<file path="config.mk">
export PLATFORM = sky130hd
export DESIGN_NAME = core_top
export DESIGN_NICKNAME = d
export VERILOG_FILES = /design/src/pce_bridge_pkg.sv /design/src/pce_core_pkg.sv /design/src/bridge_region_decode.sv /design/src/core_settings_regs.sv /design/src/rom_loader.sv /design/src/core_top.sv
export VERILOG_INCLUDE_DIRS = /design/src
export SDC_FILE = /design/constraint.sdc
export NUM_CORES = 1
export LEC_CHECK = 0
export ABC_AREA = 0
export CORE_AREA = 2 2 176 213
export DETAILED_ROUTE_END_ITERATION = 6
export DIE_AREA = 0 0 178 215
export DONT_BUFFER_PORTS = 1
export GPL_TIMING_DRIVEN = 1
export SLEW_MARGIN = 20
export SYNTH_ARGS = -nofsm -noshare
export SYNTH_HDL_FRONTEND = slang
export SYNTH_SLANG_ARGS = --single-unit
</file>
<file path="constraint.sdc">
create_clock -name clk_74a -period 8.5 [get_ports clk_74a]
set_clock_uncertainty 0.05 [all_clocks]
set_input_delay 1.275 -clock clk_74a [delete_from_list [all_inputs] [get_ports clk_74a]]
set_output_delay 1.275 -clock clk_74a [all_outputs]
set_load 0.01 [all_outputs]
</file>
<file path="src/pce_params.svh">
// shared parameters for the bridge side of the console core
// region codes, loader timing, FIFO depth and reset hold length
`ifndef PCE_PARAMS_SVH
`define PCE_PARAMS_SVH

// bridge address regions
`define PCE_REGION_CORE_REG 8'h00
`define PCE_LOADER_NIBBLE 4'h1

// loader timing and buffering
`define PCE_LOADER_GAP 3
`define PCE_LOADER_DEPTH 4

// core reset hold, shortened for simulation
`define PCE_RESET_HOLD 64

// bus widths
`define PCE_BRIDGE_W 32
`define PCE_MEM_ADDR_W 24
`define PCE_MEM_DATA_W 16

`endif

</file>
<file path="src/pce_bridge_pkg.sv">
// bridge-facing types
// address regions and settings register offsets
package pce_bridge_pkg;

  // region of a bridge address, taken from its top bits
  typedef enum logic [1:0] {
    REGION_CORE_REG = 2'd0,
    REGION_LOADER   = 2'd1,
    REGION_NONE     = 2'd2
  } bridge_region_t;

  // offsets inside the settings region, low 16 address bits
  typedef enum logic [15:0] {
    OFS_CORE_RESET    = 16'h0050,
    // input options
    OFS_TURBO_TAP     = 16'h0100,
    OFS_BUTTON6       = 16'h0104,
    OFS_B1_TURBO      = 16'h0108,
    OFS_B2_TURBO      = 16'h010C,
    // video options
    OFS_OVERSCAN      = 16'h0200,
    OFS_EXTRA_SPRITES = 16'h0204,
    OFS_RAW_RGB       = 16'h0208,
    // audio options
    OFS_MASTER_BOOST  = 16'h0300,
    OFS_ADPCM_BOOST   = 16'h0304,
    OFS_CD_BOOST      = 16'h0308
  } settings_offset_t;

endpackage

</file>
<file path="src/pce_core_pkg.sv">
// core-facing types
// settings bundle and 16-bit memory write
`include "pce_params.svh"

package pce_core_pkg;

  // settings as seen by the console core
  typedef struct packed {
    logic       turbo_tap_enable;
    logic       button6_enable;
    logic [1:0] button1_turbo_speed;
    logic [1:0] button2_turbo_speed;
    logic       overscan_enable;
    logic       extra_sprites_enable;
    logic       raw_rgb_enable;
    logic [1:0] master_audio_boost;
    logic       adpcm_audio_boost;
    logic       cd_audio_boost;
  } core_settings_t;

  // one half-word write into ROM memory
  typedef struct packed {
    logic                        en;
    // byte address
    logic [`PCE_MEM_ADDR_W-1:0] addr;
    logic [`PCE_MEM_DATA_W-1:0] data;
  } mem_write_t;

endpackage

</file>
<file path="src/bridge_region_decode.sv">
// bridge region decoder
// classifies the top address bits, turns bridge writes into
// per-region strobes and muxes read data back to the host
`timescale 1ns/1ps
`include "pce_params.svh"

module bridge_region_decode
  import pce_bridge_pkg::*;
(
  input  logic [`PCE_BRIDGE_W-1:0] bridge_addr,
  input  logic                     bridge_wr,
  input  logic [`PCE_BRIDGE_W-1:0] settings_rd_data,
  output logic                     settings_wr,
  output logic                     loader_wr,
  output logic [`PCE_BRIDGE_W-1:0] bridge_rd_data
);

  bridge_region_t region;
  logic           core_reg_hit;
  logic           loader_hit;

  ////////////////////////////////////////////////////////////
  // region classification

  // each region code is matched on its own
  assign core_reg_hit = (bridge_addr[31:24] == `PCE_REGION_CORE_REG);
  assign loader_hit   = (bridge_addr[31:28] == `PCE_LOADER_NIBBLE);

  always_comb begin
    if (core_reg_hit) begin
      region = REGION_CORE_REG;
    end else if (loader_hit) begin
      region = REGION_LOADER;
    end else begin
      region = REGION_NONE;
    end
  end

  // write strobes follow bridge_wr directly
  assign settings_wr = bridge_wr && core_reg_hit;
  assign loader_wr   = bridge_wr && loader_hit;

  ////////////////////////////////////////////////////////////
  // read mux, zero outside the settings block

  always_comb begin
    case (region)
      REGION_CORE_REG: bridge_rd_data = settings_rd_data;
      default:         bridge_rd_data = '0;
    endcase
  end

  // a write lands in one block only
  always_comb begin
    assert (!(settings_wr && loader_wr))
      else $error("settings and loader strobes high together");
  end

endmodule

</file>
<file path="src/core_settings_regs.sv">
// core settings register block
// holds the option fields, reads them back right-justified and
// runs the host-triggered core reset hold
`timescale 1ns/1ps
`include "pce_params.svh"

module core_settings_regs
  import pce_bridge_pkg::*;
  import pce_core_pkg::*;
(
  input  logic                     clk_74a,
  input  logic                     reset,
  input  logic                     settings_wr,
  input  logic [`PCE_BRIDGE_W-1:0] bridge_addr,
  input  logic [`PCE_BRIDGE_W-1:0] bridge_wr_data,
  output core_settings_t           settings,
  output logic                     core_reset,
  output logic [`PCE_BRIDGE_W-1:0] settings_rd_data
);

  localparam int HOLD_W = $clog2(`PCE_RESET_HOLD + 1);

  settings_offset_t   offset;
  logic [HOLD_W-1:0]  hold_cnt;
  logic               reset_wr;

  // only the offset is decoded here, the region is already known
  assign offset   = settings_offset_t'(bridge_addr[15:0]);
  assign reset_wr = settings_wr && (offset == OFS_CORE_RESET);

  ////////////////////////////////////////////////////////////
  // field updates

  always_ff @(posedge clk_74a) begin
    if (reset) begin
      settings <= '0;
    end else if (settings_wr) begin
      case (offset)
        OFS_TURBO_TAP:     settings.turbo_tap_enable     <= bridge_wr_data[0];
        OFS_BUTTON6:       settings.button6_enable       <= bridge_wr_data[0];
        OFS_B1_TURBO:      settings.button1_turbo_speed  <= bridge_wr_data[1:0];
        OFS_B2_TURBO:      settings.button2_turbo_speed  <= bridge_wr_data[1:0];
        OFS_OVERSCAN:      settings.overscan_enable      <= bridge_wr_data[0];
        OFS_EXTRA_SPRITES: settings.extra_sprites_enable <= bridge_wr_data[0];
        OFS_RAW_RGB:       settings.raw_rgb_enable       <= bridge_wr_data[0];
        OFS_MASTER_BOOST:  settings.master_audio_boost   <= bridge_wr_data[1:0];
        OFS_ADPCM_BOOST:   settings.adpcm_audio_boost    <= bridge_wr_data[0];
        OFS_CD_BOOST:      settings.cd_audio_boost       <= bridge_wr_data[0];
        // unknown offsets and the reset trigger leave fields alone
        default: ;
      endcase
    end
  end

  ////////////////////////////////////////////////////////////
  // core reset hold

  always_ff @(posedge clk_74a) begin
    if (reset) begin
      hold_cnt <= '0;
    end else if (reset_wr) begin
      hold_cnt <= HOLD_W'(`PCE_RESET_HOLD);
    end else if (hold_cnt != '0) begin
      hold_cnt <= hold_cnt - 1'b1;
    end
  end

  // high for exactly PCE_RESET_HOLD cycles after the trigger
  assign core_reset = (hold_cnt != '0);

  ////////////////////////////////////////////////////////////
  // readback

  always_comb begin
    settings_rd_data = '0;
    case (offset)
      OFS_CORE_RESET:    settings_rd_data[0]   = core_reset;
      OFS_TURBO_TAP:     settings_rd_data[0]   = settings.turbo_tap_enable;
      OFS_BUTTON6:       settings_rd_data[0]   = settings.button6_enable;
      OFS_B1_TURBO:      settings_rd_data[1:0] = settings.button1_turbo_speed;
      OFS_B2_TURBO:      settings_rd_data[1:0] = settings.button2_turbo_speed;
      OFS_OVERSCAN:      settings_rd_data[0]   = settings.overscan_enable;
      OFS_EXTRA_SPRITES: settings_rd_data[0]   = settings.extra_sprites_enable;
      OFS_RAW_RGB:       settings_rd_data[0]   = settings.raw_rgb_enable;
      OFS_MASTER_BOOST:  settings_rd_data[1:0] = settings.master_audio_boost;
      OFS_ADPCM_BOOST:   settings_rd_data[0]   = settings.adpcm_audio_boost;
      OFS_CD_BOOST:      settings_rd_data[0]   = settings.cd_audio_boost;
      default: ;
    endcase
  end

  // the hold only starts from a host trigger
  assert property (@(posedge clk_74a) disable iff (reset)
    (!core_reset && !reset_wr) |=> !core_reset)
    else $error("core_reset rose without a reset trigger write");

endmodule

</file>
<file path="src/rom_loader.sv">
// ROM data loader
// buffers 32-bit big-endian bridge words and splits each one into
// two 16-bit memory writes, upper half first, with idle gaps
`timescale 1ns/1ps
`include "pce_params.svh"

module rom_loader
  import pce_core_pkg::*;
(
  input  logic                     clk_74a,
  input  logic                     reset,
  input  logic                     loader_wr,
  input  logic [`PCE_BRIDGE_W-1:0] bridge_addr,
  input  logic [`PCE_BRIDGE_W-1:0] bridge_wr_data,
  output mem_write_t               rom_write
);

  localparam int DEPTH = `PCE_LOADER_DEPTH;
  localparam int PTR_W = $clog2(DEPTH);
  localparam int CNT_W = $clog2(DEPTH + 1);
  localparam int GAP_W = $clog2(`PCE_LOADER_GAP + 1);

  typedef struct packed {
    logic [`PCE_MEM_ADDR_W-1:0] addr;
    logic [`PCE_BRIDGE_W-1:0]   data;
  } fifo_entry_t;

  typedef enum logic [2:0] {
    IDLE,
    WRITE_HI,
    GAP_HI,
    WRITE_LO,
    GAP_LO
  } state_t;

  fifo_entry_t        mem [DEPTH];
  fifo_entry_t        cur;
  logic [PTR_W-1:0]   wr_ptr;
  logic [PTR_W-1:0]   rd_ptr;
  logic [CNT_W-1:0]   count;
  logic               fifo_full;
  logic               pop;
  state_t             state;
  logic [GAP_W-1:0]   gap_cnt;

  ////////////////////////////////////////////////////////////
  // word FIFO

  assign fifo_full = (count == CNT_W'(DEPTH));
  assign pop       = (state == IDLE) && (count != '0);

  // entry storage and the word being split
  always_ff @(posedge clk_74a) begin
    if (loader_wr) begin
      mem[wr_ptr] <= '{addr: bridge_addr[`PCE_MEM_ADDR_W-1:0], data: bridge_wr_data};
    end
    if (pop) begin
      cur <= mem[rd_ptr];
    end
  end

  always_ff @(posedge clk_74a) begin
    if (reset) begin
      wr_ptr <= '0;
      rd_ptr <= '0;
      count  <= '0;
    end else begin
      if (loader_wr) begin
        wr_ptr <= (wr_ptr == PTR_W'(DEPTH - 1)) ? '0 : wr_ptr + 1'b1;
      end
      if (pop) begin
        rd_ptr <= (rd_ptr == PTR_W'(DEPTH - 1)) ? '0 : rd_ptr + 1'b1;
      end
      // simultaneous push and pop keeps the count
      if (loader_wr && !pop) begin
        count <= count + 1'b1;
      end else if (pop && !loader_wr) begin
        count <= count - 1'b1;
      end
    end
  end

  ////////////////////////////////////////////////////////////
  // half-word splitter

  always_ff @(posedge clk_74a) begin
    if (reset) begin
      state   <= IDLE;
      gap_cnt <= '0;
    end else begin
      case (state)
        IDLE: begin
          if (pop) begin
            state <= WRITE_HI;
          end
        end
        WRITE_HI: begin
          state   <= GAP_HI;
          gap_cnt <= GAP_W'(`PCE_LOADER_GAP - 1);
        end
        GAP_HI: begin
          if (gap_cnt == '0) begin
            state <= WRITE_LO;
          end else begin
            gap_cnt <= gap_cnt - 1'b1;
          end
        end
        WRITE_LO: begin
          state   <= GAP_LO;
          gap_cnt <= GAP_W'(`PCE_LOADER_GAP - 1);
        end
        GAP_LO: begin
          if (gap_cnt == '0) begin
            state <= IDLE;
          end else begin
            gap_cnt <= gap_cnt - 1'b1;
          end
        end
        default: state <= IDLE;
      endcase
    end
  end

  // big-endian, so the upper half goes to the lower address
  always_comb begin
    rom_write.en   = (state == WRITE_HI) || (state == WRITE_LO);
    rom_write.addr = (state == WRITE_LO) ? cur.addr + `PCE_MEM_ADDR_W'(2) : cur.addr;
    rom_write.data = (state == WRITE_LO) ? cur.data[15:0] : cur.data[31:16];
  end

  // host must respect the buffer depth
  assert property (@(posedge clk_74a) disable iff (reset)
    loader_wr |-> !fifo_full)
    else $error("loader push while FIFO full");

  // each pulse is followed by a gap
  assert property (@(posedge clk_74a) disable iff (reset)
    rom_write.en |=> !rom_write.en)
    else $error("rom_write.en held two cycles");

endmodule

</file>
<file path="src/core_top.sv">
// bridge-side top of the console core
// region decode, settings registers and ROM loader on clk_74a
`timescale 1ns/1ps
`include "pce_params.svh"

module core_top
  import pce_core_pkg::*;
(
  input  logic                     clk_74a,
  input  logic                     reset,
  input  logic [`PCE_BRIDGE_W-1:0] bridge_addr,
  input  logic                     bridge_rd,
  input  logic                     bridge_wr,
  input  logic [`PCE_BRIDGE_W-1:0] bridge_wr_data,
  output logic [`PCE_BRIDGE_W-1:0] bridge_rd_data,
  output core_settings_t           settings,
  output logic                     core_reset,
  output mem_write_t               rom_write
);

  logic                     settings_wr;
  logic                     loader_wr;
  logic [`PCE_BRIDGE_W-1:0] settings_rd_data;

  bridge_region_decode u_decode (
    .bridge_addr      (bridge_addr),
    .bridge_wr        (bridge_wr),
    .settings_rd_data (settings_rd_data),
    .settings_wr      (settings_wr),
    .loader_wr        (loader_wr),
    .bridge_rd_data   (bridge_rd_data)
  );

  core_settings_regs u_settings (
    .clk_74a          (clk_74a),
    .reset            (reset),
    .settings_wr      (settings_wr),
    .bridge_addr      (bridge_addr),
    .bridge_wr_data   (bridge_wr_data),
    .settings         (settings),
    .core_reset       (core_reset),
    .settings_rd_data (settings_rd_data)
  );

  rom_loader u_loader (
    .clk_74a        (clk_74a),
    .reset          (reset),
    .loader_wr      (loader_wr),
    .bridge_addr    (bridge_addr),
    .bridge_wr_data (bridge_wr_data),
    .rom_write      (rom_write)
  );

  // bridge issues one access at a time
  assert property (@(posedge clk_74a) disable iff (reset)
    !(bridge_rd && bridge_wr))
    else $error("bridge read and write in the same cycle");

endmodule

</file>
==> reports/metrics.cfg <==
[run_status]
outcome = completed

[sta]
slew_viol_final = 0
max_slew_margin_pct = 35.4
setup_tns_ns = 0
tightest_slew_ns = 0.969
rsz0062_at_grt = false
fin_crit_ns = 4.12
hold_viol = 0
setup_viol = 0
min_period_over_period_pct = 48.4
max_freq_mhz = 243

[critical_path]
reg2reg_depth = 2
worstPathRequired_ns = 7.17
crit_path_end_kind = output pin
critPathLaunch = bridge_addr[13]
r2r_start = u_loader.rd_ptr[0]
r2r_slack_ns = 6.15
cp-endpoint = bridge_rd_data[1]
crit_path_max_fanout = 10
r2r_end = u_loader.cur[32]
cp-start-kind = input pin
worstSetupPathType = in2out
cp.arrival_ns = 2.79

[min_path]
worstHoldPathType = reg2reg
min_path_cells = 2

[synthesis]
ys_async_sr_fraction_pct = 0
synth_cell_types = 50
synthFlopType = edfxtp_1
synth_edf_count = 280
yosysSeqAreaShare_pct = 72.1
synth_top_area_share_pct = 67.0
synthCells = 712
syn-cell-area_um2 = 12600
yosysWarnings = 0
ys_top_cells_by_area = edfxtp_1 (67%), mux4_2 (10%), dfxtp_1 (5.1%), buf_4 (2.1%), nand2_1 (2.1%)
avgSynthCellArea_um2 = 17.6
ys_ff_latch = 312
yosysTopAreaCell = edfxtp_1

[detailed_routing]
ant_nets = 0
wirelength_um = 25100
dr.pass1.iters = 4
drc_errors = 0
drtIter0Drc = 428
wl_per_cell_um = 20.5
vias_per_cell = 4.90
via_count = 5998

[clock_tree]
cts_buffer_depth = 3
post-cts-setup-buffers = 0
clk_pin_slew_ns = 0.06
numCtsBuffers = 34
ctsResizeCount = 0
cts_tree = yes
cts_root_buf = clkbuf_16
cts.sinks = 312
ctsHoldBuffers = 0
cts_max_level = 2
clock_latency_ns = 0.51

[die]
start_util_pct = 34.6
core_um2 = 36300
num_io_pins = 155
dieArea_um2 = 38300
rows = 77
die-height_um = 215
die_width_um = 178

[cells_and_area]
final_layout_size_suffix_gt1_share_pct = 18.2
n_antenna_cell = 0
synthToLayoutAreaGrowth_pct = 11.3
instances_no_fill = 1223
final_net_count = 806

[global_route]
grt_pass1_vias = 6205
grtUsageMet1_pct = 16.0
use_met3_pct = 3.68
grt_first_pass_wirelength_um = 38100
grt.busiest_layer = met2
grt_overflow = 0
grt_max_degree = 58
antenna_found_initial = 0
grt_util_all_layers_pct = 13.3
use_met2_pct = 22.9

[power_and_ir_drop]
clkPwrFrac_pct = 33.1
p_seq_share_pct = 50.2
p_int_mw = 2.98
p_comb_share_pct = 16.7
swShare_pct = 27.2
power_switching_mw = 1.11
ir_worst_vdd_v = 0.000176
leakagePower_nw = 4.45
cellPowerDensity_nw_per_um2 = 293

[placement]
dp_cells = 1165
port_buffers = 0
gp_congestion = 0.705
hpwl_um = 14900

[job]
cap_violations = 0

state kept, by name, summed over array words and instances, names as in the netlist:
signal	count
u_loader.count	3
u_loader.cur	56
u_loader.gap_cnt	2
u_loader.mem	224
u_loader.rd_ptr	2
u_loader.state	3
u_loader.wr_ptr	2
u_settings.hold_cnt	7
u_settings.settings	13
critical path: stages:
cell and delay [ns]:
nor4_4 0.33, nand3_4 0.24, or2_4 0.33, nor4_1 0.60
layout by cell type, fill, tap and decap left out, types with 6 or more instances in the layout:
| master | instances |
|---|---|
| nand3_1 | 17 |
| inv_1 | 10 |
| nor2_1 | 35 |
| clkinv_1 | 7 |
| clkbuf_1 | 8 |
| nor3_1 | 11 |
| conb_1 | 30 |
| edfxtp_1 | 280 |
| xnor2_1 | 22 |
| ha_1 | 10 |
| nand2_1 | 70 |
| mux4_2 | 56 |
| a21oi_1 | 6 |
| buf_4 | 9 |
| mux2i_1 | 19 |
| dfxtp_1 | 30 |
| xor2_1 | 9 |
| nor4_1 | 7 |
| nor4_4 | 6 |
| clkbuf_16 | 37 |
layer usage:
metal  share of wire (%)  vias up  wire length, um
met2                  50      173            12700
met4                 2.5        0              616
met3                 6.9       43             1730
met1                  40     3070            10100
met5                   0        -                0
li1                    -     2712                -
how the worst min path moves through the flow:
stage	slack [ns]	end	startpoint
floorplan	0.42	u_loader.count[2]	u_loader.count[2]
global placement	0.44	u_loader.count[2]	u_loader.count[2]
detailed placement	0.44	u_loader.count[2]	u_loader.count[2]
CTS	0.45	u_loader.count[2]	u_loader.count[2]
global route	0.49	u_settings.hold_cnt[1]	u_settings.hold_cnt[1]
finish	0.45	u_loader.count[2]	u_loader.count[2]
cells in the mapped netlist, drive strengths merged (2+ instances only):
cell,number
nor2,35
nor3b,2
o21ai,2
a21oi,6
dfxtp,32
mux2i,19
and4,3
nand2,72
xor2,9
nor4,16
and3,5
ha,10
and2,5
nand3,18
mux4,56
xnor2,22
nand4,3
buf,49
or2,2
mux2,3
nor2b,3
edfxtp,280
inv,11
or3,4
nor4b,2
nand2b,4
clkbuf,10
a211oi,2
nor3,15
layout make-up:
class / count / area, um2
Multi-Input combinational cell: 359 / 3190
Clock buffer: 45 / 956
Tap cell: 474 / 593
Inverter: 11 / 41.3
Sequential cell: 312 / 9050
Clock inverter: 13 / 62.6
Fill cell: 3276 / 22400
Timing Repair Buffer: 9 / 67.6
power groups by stage:
| stage | logic (mW) | clock network [mW] | registers (mW) |
|---|---|---|---|
| 2_1_floorplan | 0.597 | 0 | 2.02 |
| 3_3_place_gp | 0.697 | 0 | 2.09 |
| 3_5_place_dp | 0.699 | 0 | 2.09 |
| 4_1_cts | 0.700 | 1.40 | 2.06 |
| 5_1_grt | 0.760 | 1.46 | 2.08 |
| 6_report | 0.681 | 1.35 | 2.05 |
per-stage QoR:
step | instance area, um2 | hold WS (ns) | util (%) | setup slack [ns] | power, mW
after CTS | 14000 | 0.450 | 38.5 | 4.31 | 4.16
after global placement | 12900 | 0.437 | 35.7 | 4.32 | 2.78
after global routing | 14000 | 0.488 | 38.5 | 4.18 | 4.30
after detailed placement | 12900 | 0.440 | 35.7 | 4.31 | 2.79
final | 14000 | 0.451 | 38.5 | 4.38 | 4.09
after floorplan | 12700 | 0.421 | - | 4.69 | 2.62
cells by family (layout without fill, tap and decap cells):
kind of cell             Yosys count  in the layout  share of synthesized area (%)
flip-flops                       312            312                           72.1
AND/OR/NAND/NOR                  194            194                           8.59
multiplexers                      78             78                           11.8
buffers and inverters             70             78                           3.37
XOR/XNOR                          31             31                           2.16
AO/OA/AOI/OAI                     15             15                          0.758
adder cells (fa/ha/maj)           11             11                           1.16
other                              1             30                         0.0299
Note: power is estimated with default switching activity, not from simulation.
